`src/buf_pkg.sv`:
```
package buf_pkg;

    // page geometry of one bank
    localparam int page_w         = 11;
    localparam int num_pages      = 2048;
    localparam int words_per_page = 8;
    localparam int word_sel_w     = 3;
    localparam int word_w         = 16;

    // one check byte per page
    localparam int check_w = 8;

    // global address = bank index over page number
    localparam int bank_w = 5;
    localparam int addr_w = 16;

    // wishbone register map, word offsets
    localparam int reg_adr_w = 2;

    typedef enum logic [reg_adr_w-1:0] {
        reg_ctrl      = 2'd0,
        reg_low_water = 2'd1,
        reg_free      = 2'd2,
        reg_pkt_count = 2'd3
    } reg_addr_e;

endpackage

```
`src/page_check_gen.sv`:
```
module page_check_gen (
    input  logic [buf_pkg::words_per_page-1:0][buf_pkg::word_w-1:0] page_words,
    output logic [buf_pkg::check_w-1:0]                             check
);
    import buf_pkg::*;

    // running xor of all words in the page
    logic [word_w-1:0] fold;

    always_comb begin
        fold = '0;
        for (int i = 0; i < words_per_page; i++) begin
            fold = fold ^ page_words[i];
        end
        // upper byte against lower byte
        check = fold[word_w-1 -: check_w] ^ fold[check_w-1:0];
    end

endmodule

```
`config.mk`:
```
export PLATFORM = sky130hd
export DESIGN_NAME = page_check_gen
export DESIGN_NICKNAME = d
export VERILOG_FILES = /design/src/buf_pkg.sv /design/src/page_check_gen.sv
export SDC_FILE = /design/constraint.sdc
export NUM_CORES = 1
export LEC_CHECK = 0
export BUFFER_PORTS_ARGS = -buffer_cell sky130_fd_sc_hd__clkbuf_2
export CORE_ASPECT_RATIO = 0.6
export CORE_MARGIN = 1
export CORE_UTILIZATION = 30
export DETAILED_ROUTE_END_ITERATION = 8
export PLACE_DENSITY_LB_ADDON = 0.2
export SYNTH_ARGS = -nofsm -noshare
export SYNTH_HDL_FRONTEND = slang
export SYNTH_SLANG_ARGS = --single-unit
```
`constraint.sdc`:
```
create_clock -name vclk -period 1
set_clock_uncertainty 0.15 [all_clocks]
set_input_delay 0.15 -clock vclk [all_inputs]
set_output_delay 0.15 -clock vclk [all_outputs]
set_load 0.01 [all_outputs]
```
==> results of run 1 <==
-- cells by family after synthesis --
group | count (synthesis) | share of synthesized area
XOR/XNOR | 120 | 1.00
-- how the worst min path moves through the flow --
stage                         start  endpoint  slack [ps]  depth (start not counted)
floorplan            page_words[72]  check[0]         580                          4
detailed placement   page_words[77]  check[5]         780                          6
global placement     page_words[68]  check[4]         770                          6
global route        page_words[111]  check[7]         810                          6
CTS                   page_words[5]  check[5]         780                          6
finish               page_words[19]  check[3]         760                          6
-- final cells by class --
type                            count  area (um2)
Multi-Input combinational cell    120        1370
Fill cell                         253        1010
Tap cell                           45        56.3
Timing Repair Buffer              136         866
-- layer usage --
metal / track usage / vias up / routed length (um)
met5: 0 / - / 0
met4: 0.0185 / 0 / 60
met3: 0.00381 / 6 / 139
met2: 0.261 / 49 / 1930
met1: 0.139 / 554 / 993
li1: - / 631 / -
-- per-stage QoR --
stage | total power [mW] | utilization | TNS (ps) | setup slack, ps
3_3_place_gp | 1.75 | 0.541 | -2680 | -355
5_1_grt | 2.19 | 0.693 | -3200 | -423
6_report | 2.03 | 0.693 | -2670 | -358
2_1_floorplan | 1.15 | - | -909 | -114
4_1_cts | 1.82 | 0.571 | -2700 | -363
3_5_place_dp | 1.76 | 0.541 | -2750 | -379
-- what timing repair did --
| item | CTS | global route |
|---|---|---|
| gates resized for setup | 13 | 92 |
| endpoints found under the setup margin | 8 | 8 |
| pin swaps | 15 | 53 |
-- synthesized netlist by cell type --
cell type,count
xor2_1,8
xnor2_1,112
-- worst max-delay path, cell delays in order --
cell	delay, ps
clkbuf_2	90
xnor2_1	200
xnor2_1	170
xnor2_1	160
xnor2_1	140
buf_2	160
-- placed cells by master, fill, tap and decap left out --
| master | instances |
|---|---|
| xnor2_1 | 74 |
| xor2_1 | 7 |
| buf_8 | 1 |
| buf_2 | 8 |
| xnor2_4 | 2 |
| xor2_2 | 1 |
| xnor2_2 | 36 |
| buf_6 | 28 |
| clkbuf_2 | 99 |
-- power by group through the flow --
| stage | clock [mW] | sequential, mW | combinational [mW] |
|---|---|---|---|
| 6_report | 0 | 0 | 2.03 |
| 5_1_grt | 0 | 0 | 2.19 |
| 4_1_cts | 0 | 0 | 1.82 |
| 3_5_place_dp | 0 | 0 | 1.76 |
| 3_3_place_gp | 0 | 0 | 1.75 |
| 2_1_floorplan | 0 | 0 | 1.15 |
==> key figures, run 1 <==
Run status
  • Status: complete, but fails checks
  • Failing checks: negative setup slack

STA
  • Tcrit/Tclk final: 1.36
  • Worst rel slew slack: 0.849
  • Worst-margin pin slew: approximately 230 ps
  • Final hold slack: about 760 ps
  • Min Clock Period, post-route: 1360 ps
  • Fin. Hold Viols: 0
  • Fin. max-slew vios: 0
  • Final worst slack: -358 ps
  • Fmax: around 740 MHz
  • RSZ-0062 raised after global routing: true
  • Final setup viols: 8

Pwr
  • Switch share: 0.413
  • Internal: roughly 1.2 mW
  • Sequential fraction of design power: 0
  • Max VDD drop: 0.726 mV
  • P_sw: about 840 uW
  • Power Density: 885 nW/um2
  • Clock Power Share: 0
  • LEAKAGE: 1.10 nW
  • Combinational share of power: 1.000

Place
  • Number of cells after detailed placement: approximately 300
  • Gpl congestion: 0.699
  • PortBufs: around 140
  • DP Area: around 1800 um2

Floorplan
  • Die Y: about 48 um
  • Starting Density: 0.318
  • Core ar.: approximately 3300 um2
  • Full die area: about 3800 um2
  • Cell Rows: 16
  • Boundary Pins: 136
  • Die X: roughly 80 um

Clock tree
  • CTS Hold Buffers Added: 0
  • Setup Buffers After CTS: 0

Finish
  • Share of layout cells above drive strength 1: 0.684
  • Seq Cell Count: 0
  • Inserted Diodes: 0
  • Storage element area: 0 um2
  • Final Non-Filler Cells: 301
  • Design area: approximately 2300 um2
  • Clock buffer cells: 0
  • Layout area overhead: 118%
  • Nets@finish: between 300 and 400

Yosys
  • Synthesized area per cell: between 8 and 9 um2
  • Syn Inst Count: 120
  • Post-synthesis sequential area ratio: 0
  • Yosys cell types: 2
  • Synth area leader: xnor2_1
  • Yosys top cell area share: 0.933
  • Mapped cell area: roughly 1100 um2
  • Synth area leaders: xnor2_1 93%, xor2_1 6.7%
  • Syn. warnings: 0
  • Syn nets: approximately 250

GRT
  • GRT Util Overall: 0.120
  • Initial antenna violation count: 0
  • Number of global-route vias before repair: 940
  • Total gr overflow: 0
  • Largest net degree at the start of global routing: 2
  • First-pass GRT wire length: 3.66 mm

Critical path
  • Nature of the critical path endpoint: output pin
  • CP max FO: 1
  • CP Launch Type: input port
  • Critical path arrival: about 1100 ps
  • Critical Path RT: approximately 700 ps
  • Worst setup endpoint: check[0]
  • Crit path kind: input port to output pin
  • Crit path from: page_words[24]

Detailed routing
  • DRT iter0 DRCs: 2
  • DRC: 0
  • Vias per cell: 4.12
  • Detailed Routing Iterations Pass 1: 3
  • Post-route ant nets: 0
  • WL per Instance: 10.4 um
  • Via count: between 1,000 and 1,500
  • DRT Wirelength: between 3 and 4 mm

Hold path
  • Hold Crit Class: input port to output pin

Run
  • Max Cap Viol: 0
(Power assumes the default switching activity.)
==> inputs of run 2 (changes only) <==
Settings changed: ABC_AREA set to 1, CORE_UTILIZATION 30 to 40.
==> key figures, run 2 <==
Run status
  • Status: complete, but fails checks
  • Failing checks: negative setup slack

STA
  • Fin. max-slew vios: 0 (unchanged)
  • Min Clock Period, post-route: 1440 ps (+79.6 ps)
  • Tcrit/Tclk final: 1.44 (+0.0796)
  • RSZ-0062 raised after global routing: true
  • Final setup viols: 8 (unchanged)
  • Fmax: 695 MHz (-5.5%)
  • Worst-margin pin slew: 248 ps (+22.5 ps)
  • Worst rel slew slack: 0.834 (-0.0154)
  • Fin. Hold Viols: 0 (unchanged)
  • Final worst slack: -438 ps (-79.6 ps)

GRT
  • Met1 Track Usage GR: 0.202 (+0.0629)
  • Initial antenna violation count: 0 (unchanged)
  • GRT Util Overall: 0.179 (+0.0587)
  • GRT busiest layer: met2
  • Largest net degree at the start of global routing: 4 (+2)
  • Met2 Track Usage GR: 0.372 (+0.111)
  • Total gr overflow: 0 (unchanged)
  • Number of global-route vias before repair: 2,331 (+150%)
  • First-pass GRT wire length: 8.19 mm (+120%)
  • GRT met3 Usage: 0.0246 (+0.0208)

Yosys
  • Main combinational cell family by area after synthesis: simple AND/OR/NAND/NOR gates
  • Yosys cell types: 10 (+8)
  • Syn nets: 576 (+130%)
  • Mapped cell area: 1950 um2 (+86%)
  • Syn. warnings: 0 (unchanged)
  • Post-Synth XOR/XNOR Area: 0.0717 (-0.928)
  • Simple-gate share of the synthesized area: 0.713 (+0.713)
  • Synth Area in Compound Gates: 0 (unchanged)
  • Syn Inst Count: 448 (+270%)
  • Most frequent cell after synthesis: nand2_1
  • Post-synthesis mux area share: 0 (unchanged)
  • Yosys top cell area share: 0.440 (-0.494)
  • Post-synthesis sequential area ratio: 0 (unchanged)
  • Adder-Cell Fraction of Synth Area: 0 (unchanged)
  • Synth area leader: nand2_1
  • Synthesized area per cell: 4.36 um2 (-50%)
  • Synth top cells by count: 229 x nand2_1, 105 x inv_1, 56 x nand3_1
  • Synth area leaders: nand2_1 44%, inv_1 20%, nand3_1 14%, nand3b_1 6.1%, xnor2_1 3.6%

Critical path
  • Critical path arrival: 1140 ps (+80 ps)
  • Critical path, cell by cell: clkbuf_2 -> xor2_1 -> nand3_2 -> nand2_1 -> nand2_2 -> nand2_2 -> inv_2 -> nand2_2 -> nand2_2 -> buf_6
  • Critical Path RT: 700 ps (about the same)
  • Max incr delay on CP: 230 ps (+30 ps)
  • CP Launch Type: input port
  • Crit path kind: input port to output pin
  • CP max-delay cell: xor2_1
  • Nature of the critical path endpoint: output pin
  • Crit path top cell by count: nand2_2
  • CP max FO: 2 (+1)

Finish
  • Storage element area: 0 um2 (unchanged)
  • Fillers: 431 (+70%)
  • Layout area overhead: 62.9%
  • Clock buffer cells: 0 (unchanged)
  • Most common cell after layout, fill and taps aside: nand2_1
  • Commonest non-fill, non-tap cells in the layout: 173 x nand2_1, 117 x clkbuf_2, 89 x inv_1
  • Util after Layout: 0.687 (-0.00589)
  • Area of the multi-input gates: 1890 um2 (+38%)
  • Nets@finish: 714 (+85%)
  • Share of layout cells above drive strength 1: 0.455 (-0.228)
  • Seq Cell Count: 0 (unchanged)
  • Inserted Diodes: 0 (unchanged)

Floorplan
  • Cell Rows: 19 (+3)
  • Full die area: 5180 um2 (+38%)
  • Boundary Pins: 136 (unchanged)
  • Die Y: 56.1 um (+17%)
  • Starting Density: 0.422 (+0.103)
  • Die X: 92.2 um (+18%)
  • Core ar.: 4640 um2 (+40%)

Detailed routing
  • Vias per cell: 4.48 (+8.8%)
  • DRT iter0 DRCs: 42 (+40)
  • DRT Wirelength: 5.38 mm (+72%)
  • WL per Instance: 8.31 um (-20%)
  • Post-route ant nets: 0 (unchanged)
  • Detailed Routing Iterations Pass 1: 5 (+2)
  • Via count: 2,899 (+130%)
  • DRC: 0 (unchanged)

Pwr
  • Max VDD drop: 0.386 mV (-47%)
  • LEAKAGE: 2.22 nW (+100%)
  • Power Density: 588 nW/um2 (-34%)
  • Pwr Total: 1.87 mW (-7.6%)

Clock tree
  • Setup Buffers After CTS: 0 (unchanged)
  • CTS Hold Buffers Added: 0 (unchanged)

Hold path
  • Hold depth: 8 (+2)
  • Hold Crit Class: input port to output pin
  • Hold worst-path end: check[4]
  • HP Start: page_words[108]

Run
  • Max Cap Viol: 0 (unchanged)

Place
  • Gpl congestion: 0.736 (+5.3%)
  • PortBufs: 136 (unchanged)
  • DP Wirelength: ~4.3 mm
run 2: changes by cell type in the layout (fill, tap and decap cells not counted), moves of 18 or more:
cell,previous run,this run
inv_2,0,23
nand3_1,0,28
inv_1,0,89
xnor2_2,36,6
nand3_2,0,28
nand2_2,0,64
clkbuf_2,99,117
xnor2_1,74,2
nand2_1,0,173
run 2: worst max-delay path by stage:
stage,from,cells past startpoint,slack (ps),end
after floorplan,page_words[1],10,-130,check[1]
after global placement,page_words[3],12,-370,check[3]
after detailed placement,page_words[6],12,-390,check[6]
after CTS,page_words[6],12,-390,check[6]
after global routing,page_words[97],10,-540,check[1]
final,page_words[49],10,-440,check[1]
run 2: metrics by stage:
stage	setup slack, ps	TNS [ps]	area (um2)	instances	hold slack [ps]
floorplan	-127	-1020	1970	448	492
global placement	-367	-2810	2730	647	708
detailed placement	-387	-3010	2730	647	723
CTS	-389	-3020	2730	647	722
global route	-537	-3770	3180	647	741
finish	-438	-3150	3180	647	686
run 2: what timing repair did:
action                                  in CTS  in global routing
endpoints found under the setup margin       8                  8
resized for setup                            0                135
cloned                                       0                  0
pin swaps                                    3                 74
run 2: final cells by class:
| class | instances | share of cell area |
|---|---|---|
| Multi-Input combinational cell | 336 | 0.593 |
| Timing Repair Buffer | 136 | 0.250 |
| Inverter | 112 | 0.132 |
| Tap cell | 63 | 0.0248 |
run 2: per-layer routing:
layer | share of wire | wire length (um)
met5 | 0 | 0
met4 | 0.0078 | 42
met3 | 0.061 | 326
met2 | 0.51 | 2750
met1 | 0.42 | 2260
run 2: cell families (layout without fill, tap and decap cells):
logic type	after synthesis	count (layout)
XOR/XNOR	16	16
AND/OR/NAND/NOR	320	320
buffers and inverters	112	248
run 2: critical path, delay by kind of cell:
family / cells / cell delay, ps
xor+xnor: 1 / 230
buf+inv: 3 / 240
simple gates: 6 / 520
run 2: power by group:
group          internal [mW]  switching, mW
logic                  0.872          0.999
registers                  0              0
clock network              0              0
==> inputs of run 3 (changes only) <==
--- a/config.mk
+++ b/config.mk
@@ -12,4 +12,5 @@
 export CORE_UTILIZATION = 40
 export DETAILED_ROUTE_END_ITERATION = 8
+export GPL_ROUTABILITY_DRIVEN = 0
 export PLACE_DENSITY_LB_ADDON = 0.2
 export SYNTH_ARGS = -nofsm -noshare
==> constraint.sdc (replaced) <==
create_clock -name vclk -period 1
set_clock_uncertainty 0.15 [all_clocks]
set_input_delay 0.2 -clock vclk [all_inputs]
set_output_delay 0.2 -clock vclk [all_outputs]
set_load 0.01 [all_outputs]
==> key figures, run 3 (same netlist as run 2, synthesis figures left out) <==
Place
  • Pre-CTS WS: -488 ps (-101 ps)
  • PortBufs: 136 (unchanged)
  • DP Wirelength: 4.30 mm (-0.66%)
  • Number of cells after detailed placement: 647 (unchanged)

Floorplan
  • Cell Rows: 19 (unchanged)
  • Full die area: 5180 um2 (unchanged)
  • Core ar.: 4640 um2 (unchanged)
  • Die X: 92.2 um (unchanged)
  • Die Y: 56.1 um (unchanged)
  • Boundary Pins: 136 (unchanged)
  • Starting Density: 0.422 (unchanged)

Finish
  • Clock buffer cells: 0 (unchanged)
  • Most common cell after layout, fill and taps aside: nand2_1
  • Final Non-Filler Cells: 648 (+0.15%)
  • Layout area overhead: 60.2%
  • Share of layout cells above drive strength 1: 0.432 (-0.0230)
  • Inserted Diodes: 0 (unchanged)
  • Area of the multi-input gates: 1840 um2 (-2.8%)
  • Nets@finish: 715 (+0.14%)
  • Seq Cell Count: 0 (unchanged)
  • Fillers: 443 (+2.8%)
  • Storage element area: 0 um2 (unchanged)
  • Commonest non-fill, non-tap cells in the layout: 181 x nand2_1, 119 x clkbuf_2, 88 x inv_1

Run
  • Max Cap Viol: 0 (unchanged)

Detailed routing
  • Detailed Routing Iterations Pass 1: 4 (-1)
  • DRC: 0 (unchanged)
  • Post-route ant nets: 0 (unchanged)
  • Vias per cell: 4.42 (-1.3%)
  • WL per Instance: 8.04 um (-3.3%)
  • Via count: 2,865 (-1.2%)
  • DRT Wirelength: 5.21 mm (-3.2%)
  • DRT iter0 DRCs: 63 (+50%)

STA
  • Fmax: 657 MHz (-5.5%)
  • Tcrit/Tclk final: 1.52 (+0.0840)
  • Fin Setup TNS: -3900 ps (-747 ps)
  • Fin. max-slew vios: 0 (unchanged)
  • Worst-margin pin slew: 205 ps (-42.6 ps)
  • Final hold slack: 780 ps (+93.8 ps)
  • Fin. Hold Viols: 0 (unchanged)
  • RSZ-0062 raised after global routing: true
  • Min Clock Period, post-route: 1520 ps (+84.0 ps)
  • Worst rel slew slack: 0.862 (+0.0286)
  • Final worst slack: -522 ps (-84.0 ps)
  • Final setup viols: 8 (unchanged)

GRT
  • GRT Util Overall: 0.177 (-0.00204)
  • Initial antenna violation count: 0 (unchanged)
  • Number of global-route vias before repair: 2,322 (-0.39%)
  • First-pass GRT wire length: 8.08 mm (-1.4%)
  • Total gr overflow: 0 (unchanged)
  • Largest net degree at the start of global routing: 4 (unchanged)

Pwr
  • Power Density: 589 nW/um2 (+0.32%)
  • Sequential fraction of design power: 0 (unchanged)
  • Clock Power Share: 0 (unchanged)
  • LEAKAGE: 2.20 nW (-0.80%)
  • Combinational share of power: 1.000 (about the same)
  • Max VDD drop: 0.371 mV (-4.0%)
  • Pwr Total: 1.85 mW (-1.4%)
  • Switch share: 0.533 (-0.00102)
  • Internal: 862 uW (-1.2%)
  • P_sw: 983 uW (-1.6%)

Critical path
  • Critical Path RT: 650 ps (-50 ps)
  • Crit path kind: input port to output pin
  • Critical path arrival: 1170 ps (+30 ps)
  • CP max FO: 3 (+1)
  • CP Launch Type: input port
  • Nature of the critical path endpoint: output pin

Clock tree
  • CTS Hold Buffers Added: 0 (unchanged)

Hold path
  • Hold Crit Class: input port to output pin

Run status
  • Status: complete, but fails checks
  • Failing checks: negative setup slack
==> run 3: through the flow <==
stage               area, um2   util
finish                   3130  0.675
global route             3130  0.675
CTS                      2740  0.591
detailed placement       2730  0.590
global placement         2730  0.590
floorplan                1970      -
==> run 3: power groups by stage <==
stage | Sequential (mW) | Clock, mW | Combinational, mW
finish | 0 | 0 | 1.85
detailed placement | 0 | 0 | 1.46
CTS | 0 | 0 | 1.47
global route | 0 | 0 | 2.06
global placement | 0 | 0 | 1.40
floorplan | 0 | 0 | 0.949
==> run 3: layout make-up <==
cell class         instances  area share
repair buffers           137       0.254
multi-input cells        336       0.587
well taps                 63      0.0252
inverters                112       0.134
==> run 3: path summary, 6_finish.rpt <==
| path | from | end | cells after the start |
|---|---|---|---|
| worst max-delay path | page_words[81] | check[1] | 13 |
| worst min-delay path | page_words[107] | check[3] | 8 |
==> run 3: repair_timing <==
item / CTS / global route
pin swaps: 8 / 75
endpoints found under the hold margin: 0 / 0
resized for setup: 1 / 116
endpoints found under the setup margin: 8 / 8
buffers inserted: 1 / 0
==> run 3: per-layer routing <==
metal  track usage  part of all wire  vias to the layer above
met2         0.366              0.49                       67
met4             0            0.0046                        0
met5             0                 0                        -
met1         0.200              0.44                     1217
met3        0.0260             0.059                        2
li1              -                 -                     1579
==> run 3: worst max-delay path: stages <==
cell and delay (ps):
clkbuf_2 100, inv_1 50, nand2_1 70, nand3_2 90, nand2_1 80, nand2_2 60
nand2_1 100, nand2_2 70, nand2_2 80, inv_2 40, nand2_2 50, nand2_2 50
buf_6 110
