--- config.mk ---
export PLATFORM = sky130hd
export DESIGN_NAME = buf_regs
export DESIGN_NICKNAME = d
export VERILOG_FILES = /design/src/buf_pkg.sv /design/src/buf_regs.sv
export SDC_FILE = /design/constraint.sdc
export NUM_CORES = 1
export LEC_CHECK = 0
export ABC_AREA = 1
export BUFFER_PORTS_ARGS = -buffer_cell sky130_fd_sc_hd__clkbuf_2
export CAP_MARGIN = 40
export CORE_ASPECT_RATIO = 0.8
export CORE_MARGIN = 5
export CORE_UTILIZATION = 31
export CTS_CLUSTER_DIAMETER = 100
export DETAILED_ROUTE_END_ITERATION = 8
export GPL_TIMING_DRIVEN = 1
export PLACE_DENSITY_LB_ADDON = 0.3
export REMOVE_ABC_BUFFERS = 1
export SETUP_SLACK_MARGIN = 0.2
export SYNTH_ARGS = -nofsm -noshare
export SYNTH_HDL_FRONTEND = slang
export SYNTH_SLANG_ARGS = --single-unit
--- constraint.sdc ---
create_clock -name clk -period 4 [get_ports clk]
set_clock_uncertainty 0.15 [all_clocks]
set_input_delay 0.8 -clock clk [delete_from_list [all_inputs] [get_ports clk]]
set_output_delay 0.8 -clock clk [all_outputs]
set_load 0.02 [all_outputs]
--- src/buf_pkg.sv ---
package buf_pkg;

    // page geometry of one bank
    localparam int page_w         = 11;
    localparam int num_pages      = 2048;
    localparam int words_per_page = 8;
    localparam int word_sel_w     = 3;
    localparam int word_w         = 16;

    // one check byte per page
    localparam int check_w = 8;

    // global address = bank index over page number
    localparam int bank_w = 5;
    localparam int addr_w = 16;

    // wishbone register map, word offsets
    localparam int reg_adr_w = 2;

    typedef enum logic [reg_adr_w-1:0] {
        reg_ctrl      = 2'd0,
        reg_low_water = 2'd1,
        reg_free      = 2'd2,
        reg_pkt_count = 2'd3
    } reg_addr_e;

endpackage

--- src/buf_regs.sv ---
module buf_regs (
    input  logic                          clk,
    input  logic                          rst_n,
    input  logic                          wb_cyc,
    input  logic                          wb_stb,
    input  logic                          wb_we,
    input  logic [buf_pkg::reg_adr_w-1:0] wb_adr,
    input  logic [buf_pkg::word_w-1:0]    wb_dat_w,
    output logic [buf_pkg::word_w-1:0]    wb_dat_r,
    output logic                          wb_ack,
    input  logic [buf_pkg::page_w-1:0]    free_space,
    input  logic                          join_req,
    output logic [buf_pkg::bank_w-1:0]    bank_idx,
    output logic [buf_pkg::page_w-1:0]    low_water,
    output logic                          almost_full
);
    import buf_pkg::*;

    logic              bus_req;
    reg_addr_e         reg_sel;
    logic [word_w-1:0] pkt_count;

    // new cycle only while no ack is out, gives a one-cycle ack
    assign bus_req = wb_cyc && wb_stb && !wb_ack;
    assign reg_sel = reg_addr_e'(wb_adr);

    always_ff @(posedge clk) begin
        if (!rst_n) begin
            wb_ack <= 1'b0;
        end else begin
            wb_ack <= bus_req;
        end
    end

    // writable registers, read-only offsets fall through
    always_ff @(posedge clk) begin
        if (!rst_n) begin
            bank_idx  <= '0;
            low_water <= '0;
        end else if (bus_req && wb_we) begin
            case (reg_sel)
                reg_ctrl:      bank_idx  <= wb_dat_w[bank_w-1:0];
                reg_low_water: low_water <= wb_dat_w[page_w-1:0];
                default:       ;
            endcase
        end
    end

    // read data registered with the ack
    always_ff @(posedge clk) begin
        if (bus_req && !wb_we) begin
            case (reg_sel)
                reg_ctrl:      wb_dat_r <= word_w'(bank_idx);
                reg_low_water: wb_dat_r <= word_w'(low_water);
                reg_free:      wb_dat_r <= word_w'(free_space);
                reg_pkt_count: wb_dat_r <= pkt_count;
                default:       wb_dat_r <= '0;
            endcase
        end
    end

    // packets joined since reset, wraps
    always_ff @(posedge clk) begin
        if (!rst_n) begin
            pkt_count <= '0;
        end else if (join_req) begin
            pkt_count <= pkt_count + 1'b1;
        end
    end

    assign almost_full = (free_space < low_water);

endmodule

==> flow_summary.ini, run 1 <==
[run_status]
status = finished, final reports clean

[placed_design]
dp_cells = 473
postPlaceCellArea_um2 = 2940
port_buffers = 63
place_congestion = 0.793
place_hpwl_um = 4780

[clock_tree]
cts_max_level = 2
cts_root_buf = clkbuf_8
cts_made_buffers = 5
cts_buffer_depth = 2
cts.clk_slew.worst_paths_ns = 0.10
ctsHoldBuffers = 0
cts.sinks = 49
clkLatencyLatePin_ns = 0.31
postCtsSetupBuffers = 0
cts_tree = yes
cts.repair.resized = 0

[synthesis]
synth_cell_types = 31
synthCells = 311
yosysSeqAreaShare_pct = 44.7
yosys_warnings = 0
syn-cell-area_um2 = 2550
synth.avg_cell_area_um2 = 8.20
synth-seq-cells = 49

[cells_and_area]
syn_to_final_growth_pct = 18.8
drive_above_1_share_pct = 27.9
nFillCells = 860
layout.cells.non_filler = 481
diodes = 0
final_common_cell = clkbuf_2
final_nets = 418
layout_common_cells = 63 x clkbuf_2, 57 x nand2_1, 50 x nor2_1
design_area_um2 = 3030

[setup_path]
path_delay_family = adder cells
cp_cell_sequence = clkbuf_2, ha_1, a21oi_1, o21ai_0, nand2_1, nand2_1, nor2_1, clkbuf_2
reg2reg_depth = 5
crit_start = free_space[6]
worstPathRequired_ns = 3.05
cp_max_fo = 2
crit_path_end_kind = output port
worstSetupPathType = in2out
crit_arrival_ns = 1.95
startpoint_type = input pin
cpMaxStageDelayCell = ha_1
crit-reg2reg-capture = low_water[10]$_SDFFE_PN0P_
max_stage_delay_ns = 0.31
reg2reg_from = wb_ack$_SDFF_PN0_
rrSetupSlack_ns = 2.37
path_buf_inv = 2

[drt]
met1_length_um = 3200
vias = 2211
drtIter0Drc = 79
wirelength_um = 6320
wl_per_cell_um = 13.1
wl_met3_um = 433
drtAntennaViolNets = 0
vias_per_cell = 4.60
drtPass1Iterations = 4
post-route-drc-count = 0
wl_met2_um = 2650
top_layer = met4

[global_routing]
grt_remaining_overflow = 0
antenna_found_initial = 0
grt_util_all_layers_pct = 12.9
grt_max_degree = 30
grt_pass1_vias = 2195
grt_pass1_wl_um = 10600

[timing]
worst_pin_slew_ns = 0.642
maxSlewViolCount = 0
maxSlewHeadroom_pct = 57.2
clock.fmax_ghz = 0.345
setup_tns_ns = 0
rsz0062_at_grt = false
setup_violations = 0
finalCriticalPeriod_ns = 2.90
period_share_pct = 72.4
hold_violations = 0
whs_ns = 0.362

[floorplan]
die_x_um = 111
die-area_um2 = 10200
die_y_um = 91.1
rows = 29
coreArea_um2 = 7980
io_pins = 69
start_util_pct = 31.9

[hold_path]
min_path_type = reg2reg
hold_path_depth = 2
min_from = bank_idx[3]$_SDFFE_PN0P_
hold_end = bank_idx[3]$_SDFFE_PN0P_

[flow_run]
max_cap_viol_count = 0

[power_and_ir_drop]
fin_total_pwr_mw = 0.929
p_leak_nw = 1.29
peakVddDrop_mv = 0.132
power-per-cell-area_nw_per_um2 = 307
[cells by family after synthesis]
kind of cell	count (synthesis)	synth area share [%]
flops	49	44.7
compound gates	48	11.1
simple gates	153	30.1
buf+inv	49	8.24
xor+xnor	1	0.344
fa+ha+maj	11	5.40
[through the flow]
| stage | worst slack [ns] | utilization [%] |
|---|---|---|
| 2_1_floorplan | 1.35 | - |
| 3_3_place_gp | 1.11 | 36.9 |
| 3_5_place_dp | 1.10 | 36.9 |
| 4_1_cts | 1.09 | 37.9 |
| 5_1_grt | 0.994 | 37.9 |
| 6_report | 1.10 | 37.9 |
[metal layers]
metal  vias up  GRT usage [%]
met3         4           3.85
li1       1146              -
met1      1001           18.6
met2        60           19.3
met4         0           2.13
met5         -              0
[cell type report]
class	instances	area (um2)	area share [%]
inverter	39	146	4.83
timing repair buffer	64	323	10.7
tap	108	135	4.46
clock inverter	1	8.76	0.289
clock buffer	7	76.3	2.52
multi-input combinational	213	1200	39.6
sequential	49	1140	37.7
[Yosys cell counts]
master	n	share of area, %
inv_1	34	5.0
nand3_1	9	1.8
inv_2	5	0.74
nor2_8	2	1.6
clkbuf_1	1	0.15
buf_2	6	1.2
dfxtp_1	33	26
o21ai_0	11	2.2
and3_1	1	0.25
buf_6	2	0.88
nor3_1	5	0.98
nor2_2	6	1.5
o2111ai_1	5	1.7
o21ai_1	11	2.2
nand4_1	2	0.49
nor2_4	3	1.3
o211ai_1	2	0.59
buf_4	1	0.29
edfxtp_1	16	19
nor2_1	50	7.4
xor2_1	1	0.34
o221ai_1	4	1.4
nand2_4	1	0.44
a211oi_1	1	0.29
ha_1	11	5.4
a21oi_1	13	2.6
nand2_1	57	8.4
nand3_2	3	1.2
o21a_1	1	0.29
nor3_2	10	3.9
nand2_2	4	0.98
[report_power, final]
part,total (mW),leakage (nW),internal [mW],switching (mW)
combinational,0.108,0.836,0.0365,0.0711
sequential,0.530,0.415,0.523,0.00664
clock,0.292,0.0424,0.125,0.166
[worst max path at each step]
stage	cells after the start	endpoint	slack (ns)
finish	8	almost_full	1.10
global route	8	almost_full	0.99
CTS	8	almost_full	1.09
detailed placement	8	almost_full	1.10
global placement	8	almost_full	1.11
floorplan	7	almost_full	1.35
[flip-flops by register name, summed over array words and instances (netlist names)]
name	flops
bank_idx	5
low_water	11
pkt_count	16
wb_ack	1
wb_dat_r	16
[tightest hold or removal path, delay by kind of cell (launching register included)]
family / cells / cell delay (ns)
flops: 1 / 0.34
simple gates: 2 / 0.15
No activity file was read; power rests on OpenSTA's default activity.
==> inputs of run 2 (changes only) <==
==> constraint.sdc (replaced) <==
create_clock -name clk -period 2.58 [get_ports clk]
set_clock_uncertainty 0.15 [all_clocks]
set_input_delay 0.516 -clock clk [delete_from_list [all_inputs] [get_ports clk]]
set_output_delay 0.516 -clock clk [all_outputs]
set_load 0.02 [all_outputs]
==> flow_summary.ini, run 2 (synthesis results as in run 1) <==
[drt]
vias = 2251
vias_per_cell = 4.65
post-route-drc-count = 0
wl_per_cell_um = 13.3
drtAntennaViolNets = 0
drtIter0Drc = 84
drtPass1Iterations = 4
wirelength_um = 6430

[clock_tree]
cts_buffer_depth = 2
ctsHoldBuffers = 0
cts_made_buffers = 5
cts_tree = yes
cts_root_buf = clkbuf_8
cts_max_level = 2
cts.clk_slew.worst_paths_ns = 0.09
cts.sinks = 49
clkLatencyLatePin_ns = 0.30

[floorplan]
die_x_um = 111
rows = 29
die-area_um2 = 10200
io_pins = 69
start_util_pct = 31.9
die_y_um = 91.1
coreArea_um2 = 7980

[timing]
rsz0062_at_grt = false
maxSlewViolCount = 0
maxSlewHeadroom_pct = 62.4
period_share_pct = 89.1
setup_tns_ns = 0
finalCriticalPeriod_ns = 2.30
clock.fmax_ghz = 0.435
worst_pin_slew_ns = 0.564
setup_violations = 0
hold_violations = 0

[global_routing]
grt_remaining_overflow = 0
grt_util_all_layers_pct = 12.9
grt_pass1_vias = 2137
grt_pass1_wl_um = 10700
grt_max_degree = 22
antenna_found_initial = 0

[power_and_ir_drop]
p_leak_nw = 1.33
power-per-cell-area_nw_per_um2 = 502
peakVddDrop_mv = 0.227

[cells_and_area]
regArea_um2 = 1150
final_util_pct = 39.2
final_nets = 421
layout_common_cells = 62 x clkbuf_2, 56 x nand2_1, 47 x nor2_1
drive_above_1_share_pct = 32.2
diodes = 0
final_common_cell = clkbuf_2
design_area_um2 = 3130
nFillCells = 839
reg_top3 = pkt_count x16, wb_dat_r x16, low_water x11
multi_input_area_um2 = 1230
syn_to_final_growth_pct = 22.7

[setup_path]
crit-reg2reg-capture = wb_dat_r[8]$_DFFE_PP_
startpoint_type = flip-flop
cp_cell_sequence = inv_1, ha_1, a21oi_2, o21ai_0, and3_1, nor2_2, buf_6
max_stage_delay_ns = 0.35
endpoint = almost_full
path_buf_inv = 2
rrSetupSlack_ns = 0.90
crit_path_end_kind = output port
cpMaxStageDelayCell = dfxtp_2
worstSetupPathType = reg2out
cp_max_fo = 3
reg2reg_depth = 4
crit_arrival_ns = 1.63
reg2reg_from = wb_ack$_SDFF_PN0_
crit_start = low_water[2]$_SDFFE_PN0P_
worstPathRequired_ns = 1.91
worst-path-stages = 7
path_delay_family = flip-flops

[flow_run]
max_cap_viol_count = 0

[placed_design]
postPlaceCellArea_um2 = 2960
place_hpwl_um = 4970
place_congestion = 0.775
port_buffers = 63

[hold_path]
min_path_type = in2reg

[run_status]
status = finished, final reports clean
==> run 2: cell types whose count changed in the layout (fill, tap and decap cells not counted), sizes merged <==
cell	before	now
buf	1	5
bufinv	0	1
clkbuf	70	69
clkinv	1	0
==> run 2: final cells by class <==
| cell class | instances | share of cell area, % |
|---|---|---|
| Multi-Input combinational cell | 213 | 39.4 |
| Timing Repair Buffer | 67 | 11.2 |
| Tap cell | 108 | 4.32 |
| Clock inverter | 1 | 0.960 |
| Inverter | 39 | 4.68 |
| Clock buffer | 7 | 2.76 |
| Sequential cell | 49 | 36.7 |
==> run 2: stage by stage <==
stage                     power (mW)  instances  worst slack [ns]  hold WS (ns)
final                           1.57        484             0.281         0.283
after global routing            1.64        484             0.202         0.298
after CTS                       1.58        483             0.212         0.278
after detailed placement        1.01        475             0.254         0.348
after global placement          1.01        475             0.253         0.342
after floorplan                0.929        301             0.496         0.324
==> run 2: per-layer routing <==
| layer | GRT usage (%) | share of wire, % | up-vias |
|---|---|---|---|
| met5 | 0 | 0 | - |
| met4 | 3.65 | 1.4 | 0 |
| met3 | 3.39 | 5.6 | 10 |
| met2 | 19.3 | 43 | 54 |
| met1 | 18.4 | 50 | 1039 |
| li1 | - | - | 1148 |
==> run 2: report_power, final <==
group          switching (mW)  internal [mW]
clock                   0.254          0.316
combinational           0.116         0.0640
sequential             0.0104          0.811
==> run 2: timing repair <==
action | in CTS | in global routing
resized for setup | 6 | 11
pin swaps | 0 | 3
setup endpoints to repair | 1 | 1
setup buffers | 0 | 1
hold endpoints to repair | 0 | 0
==> run 2: tightest hold or removal path, stage by stage <==
cell and delay, ns:
clkbuf_2 0.08, nor3_2 0.03, nor2_1 0.08
==> run 2: how the worst min path moves through the flow <==
stage | slack, ns | start | endpoint | cells after the start
after global routing | 0.30 | wb_dat_w[6] | low_water[6]$_SDFFE_PN0P_ | 3
after CTS | 0.28 | wb_dat_w[6] | low_water[6]$_SDFFE_PN0P_ | 3
after global placement | 0.34 | pkt_count[15]$_SDFFE_PN0P_ | pkt_count[15]$_SDFFE_PN0P_ | 2
after detailed placement | 0.35 | pkt_count[15]$_SDFFE_PN0P_ | pkt_count[15]$_SDFFE_PN0P_ | 2
after floorplan | 0.32 | pkt_count[0]$_SDFFE_PN0P_ | pkt_count[0]$_SDFFE_PN0P_ | 1
final | 0.28 | wb_dat_w[6] | low_water[6]$_SDFFE_PN0P_ | 3
==> inputs of run 3 (changes only) <==
--- a/config.mk
+++ b/config.mk
@@ -10,7 +10,7 @@
 export CAP_MARGIN = 40
 export CORE_ASPECT_RATIO = 0.8
 export CORE_MARGIN = 5
-export CORE_UTILIZATION = 31
+export CORE_UTILIZATION = 25
 export CTS_CLUSTER_DIAMETER = 100
 export DETAILED_ROUTE_END_ITERATION = 8
 export GPL_TIMING_DRIVEN = 1
==> flow_summary.ini, run 3 (synthesis results as in run 1) <==
[run_status]
status = finished, final reports clean

[timing]
maxSlewViolCount = 0
period_share_pct = 88.4
rsz0062_at_grt = false
finalCriticalPeriod_ns = 2.28
worst_pin_slew_ns = 0.553
clock.fmax_ghz = 0.438
setup_tns_ns = 0
setup_violations = 0
hold_violations = 0
maxSlewHeadroom_pct = 63.1

[floorplan]
io_pins = 69
die_x_um = 123
die-area_um2 = 12300
coreArea_um2 = 10100
rows = 33
start_util_pct = 25.2
die_y_um = 100

[setup_path]
worstSetupPathType = reg2out
rrSetupSlack_ns = 1.11
max_stage_delay_ns = 0.35
worstPathRequired_ns = 1.91
path_buf_inv = 2
crit_path_end_kind = output port
cp_cell_sequence = inv_1, ha_1, a21oi_1, o21ai_0, and3_1, nor2_2, clkbuf_8
cpMaxStageDelayCell = dfxtp_2
startpoint_type = flip-flop
path_delay_family = flip-flops
crit_arrival_ns = 1.62
cp_max_fo = 3

[cells_and_area]
drive_above_1_share_pct = 32.4
reg_top3 = pkt_count x16, wb_dat_r x16, low_water x11
final_common_cell = clkbuf_2
final_nets = 422
design_area_um2 = 3220
nFillCells = 1075
diodes = 0
syn_to_final_growth_pct = 26.1
multi_input_area_um2 = 1240
layout_common_cells = 62 x clkbuf_2, 56 x nand2_1, 48 x nor2_1
regArea_um2 = 1150

[clock_tree]
cts_max_level = 2
cts.sinks = 49
clkLatencyLatePin_ns = 0.29
cts_made_buffers = 5
cts_root_buf = clkbuf_16
cts_tree = yes
cts_buffer_depth = 2
cts.clk_slew.worst_paths_ns = 0.07

[global_routing]
grt_max_degree = 22
grt_pass1_vias = 2271
grt_util_all_layers_pct = 11.6
grt_remaining_overflow = 0
antenna_found_initial = 0
grt_pass1_wl_um = 11300

[placed_design]
port_buffers = 63
postPlaceCellArea_um2 = 3010
place_congestion = 0.814
place_hpwl_um = 5260

[drt]
drtIter0Drc = 101
vias_per_cell = 4.42
post-route-drc-count = 0
vias = 2283
wirelength_um = 6840
wl_per_cell_um = 13.2
drtPass1Iterations = 4
drtAntennaViolNets = 0

[power_and_ir_drop]
power-per-cell-area_nw_per_um2 = 514
peakVddDrop_mv = 0.243
p_leak_nw = 1.35

[hold_path]
min_path_type = in2reg

[flow_run]
max_cap_viol_count = 0
-- run 3: worst paths after layout --
kind / startpoint / cells past startpoint / to
setup / recovery: low_water[2]$_SDFFE_PN0P_ / 7 / almost_full
hold reg to reg: low_water[6]$_SDFFE_PN0P_ / 2 / low_water[6]$_SDFFE_PN0P_
setup reg to reg: pkt_count[1]$_SDFFE_PN0P_ / 7 / pkt_count[12]$_SDFFE_PN0P_
hold / removal: wb_dat_w[6] / 3 / low_water[6]$_SDFFE_PN0P_
-- run 3: timing repair --
| action | 4_1_cts | 5_1_grt |
|---|---|---|
| setup endpoints to repair | 1 | 1 |
| setup buffers | 0 | 1 |
| pin swaps | 0 | 5 |
| gates resized for setup | 7 | 10 |
| hold buffers | 0 | 0 |
| endpoints found under the hold margin | 0 | 0 |
-- run 3: worst min-delay path, delay by kind of cell --
family | cells | cell delay (ns)
buf+inv | 1 | 0.09
simple gates | 2 | 0.12
-- run 3: through the flow --
stage               setup WS [ns]  util [%]  hold WS, ns  power (mW)  instances
finish                      0.298      31.8        0.313        1.65        517
global route                0.203      31.8        0.330        1.73        517
CTS                         0.203      31.3        0.309        1.67        516
detailed placement          0.191      29.7        0.355        1.01        508
global placement            0.186      29.7        0.336        1.01        508
floorplan                   0.496         -        0.324       0.929        301
-- run 3: layout make-up --
class                      count  area share (%)
tap                          140            5.45
clock inverter                 3           0.506
multi-input combinational    213            38.6
clock buffer                   5            3.89
inverter                      39            4.55
sequential                    49            35.7
timing repair buffer          68            11.2
-- run 3: metal layers --
metal,GRT usage (%),part of all wire [%],up-vias
li1,-,-,1156
met5,0,0,-
met4,3.61,1.4,0
met1,16.2,49,1055
met3,2.70,6.7,7
met2,17.9,43,65
-- run 3: where the power goes --
group | internal [mW] | total, mW | switching [mW]
clock network | 0.357 | 0.646 | 0.289
logic | 0.0665 | 0.184 | 0.118
registers | 0.812 | 0.823 | 0.0111
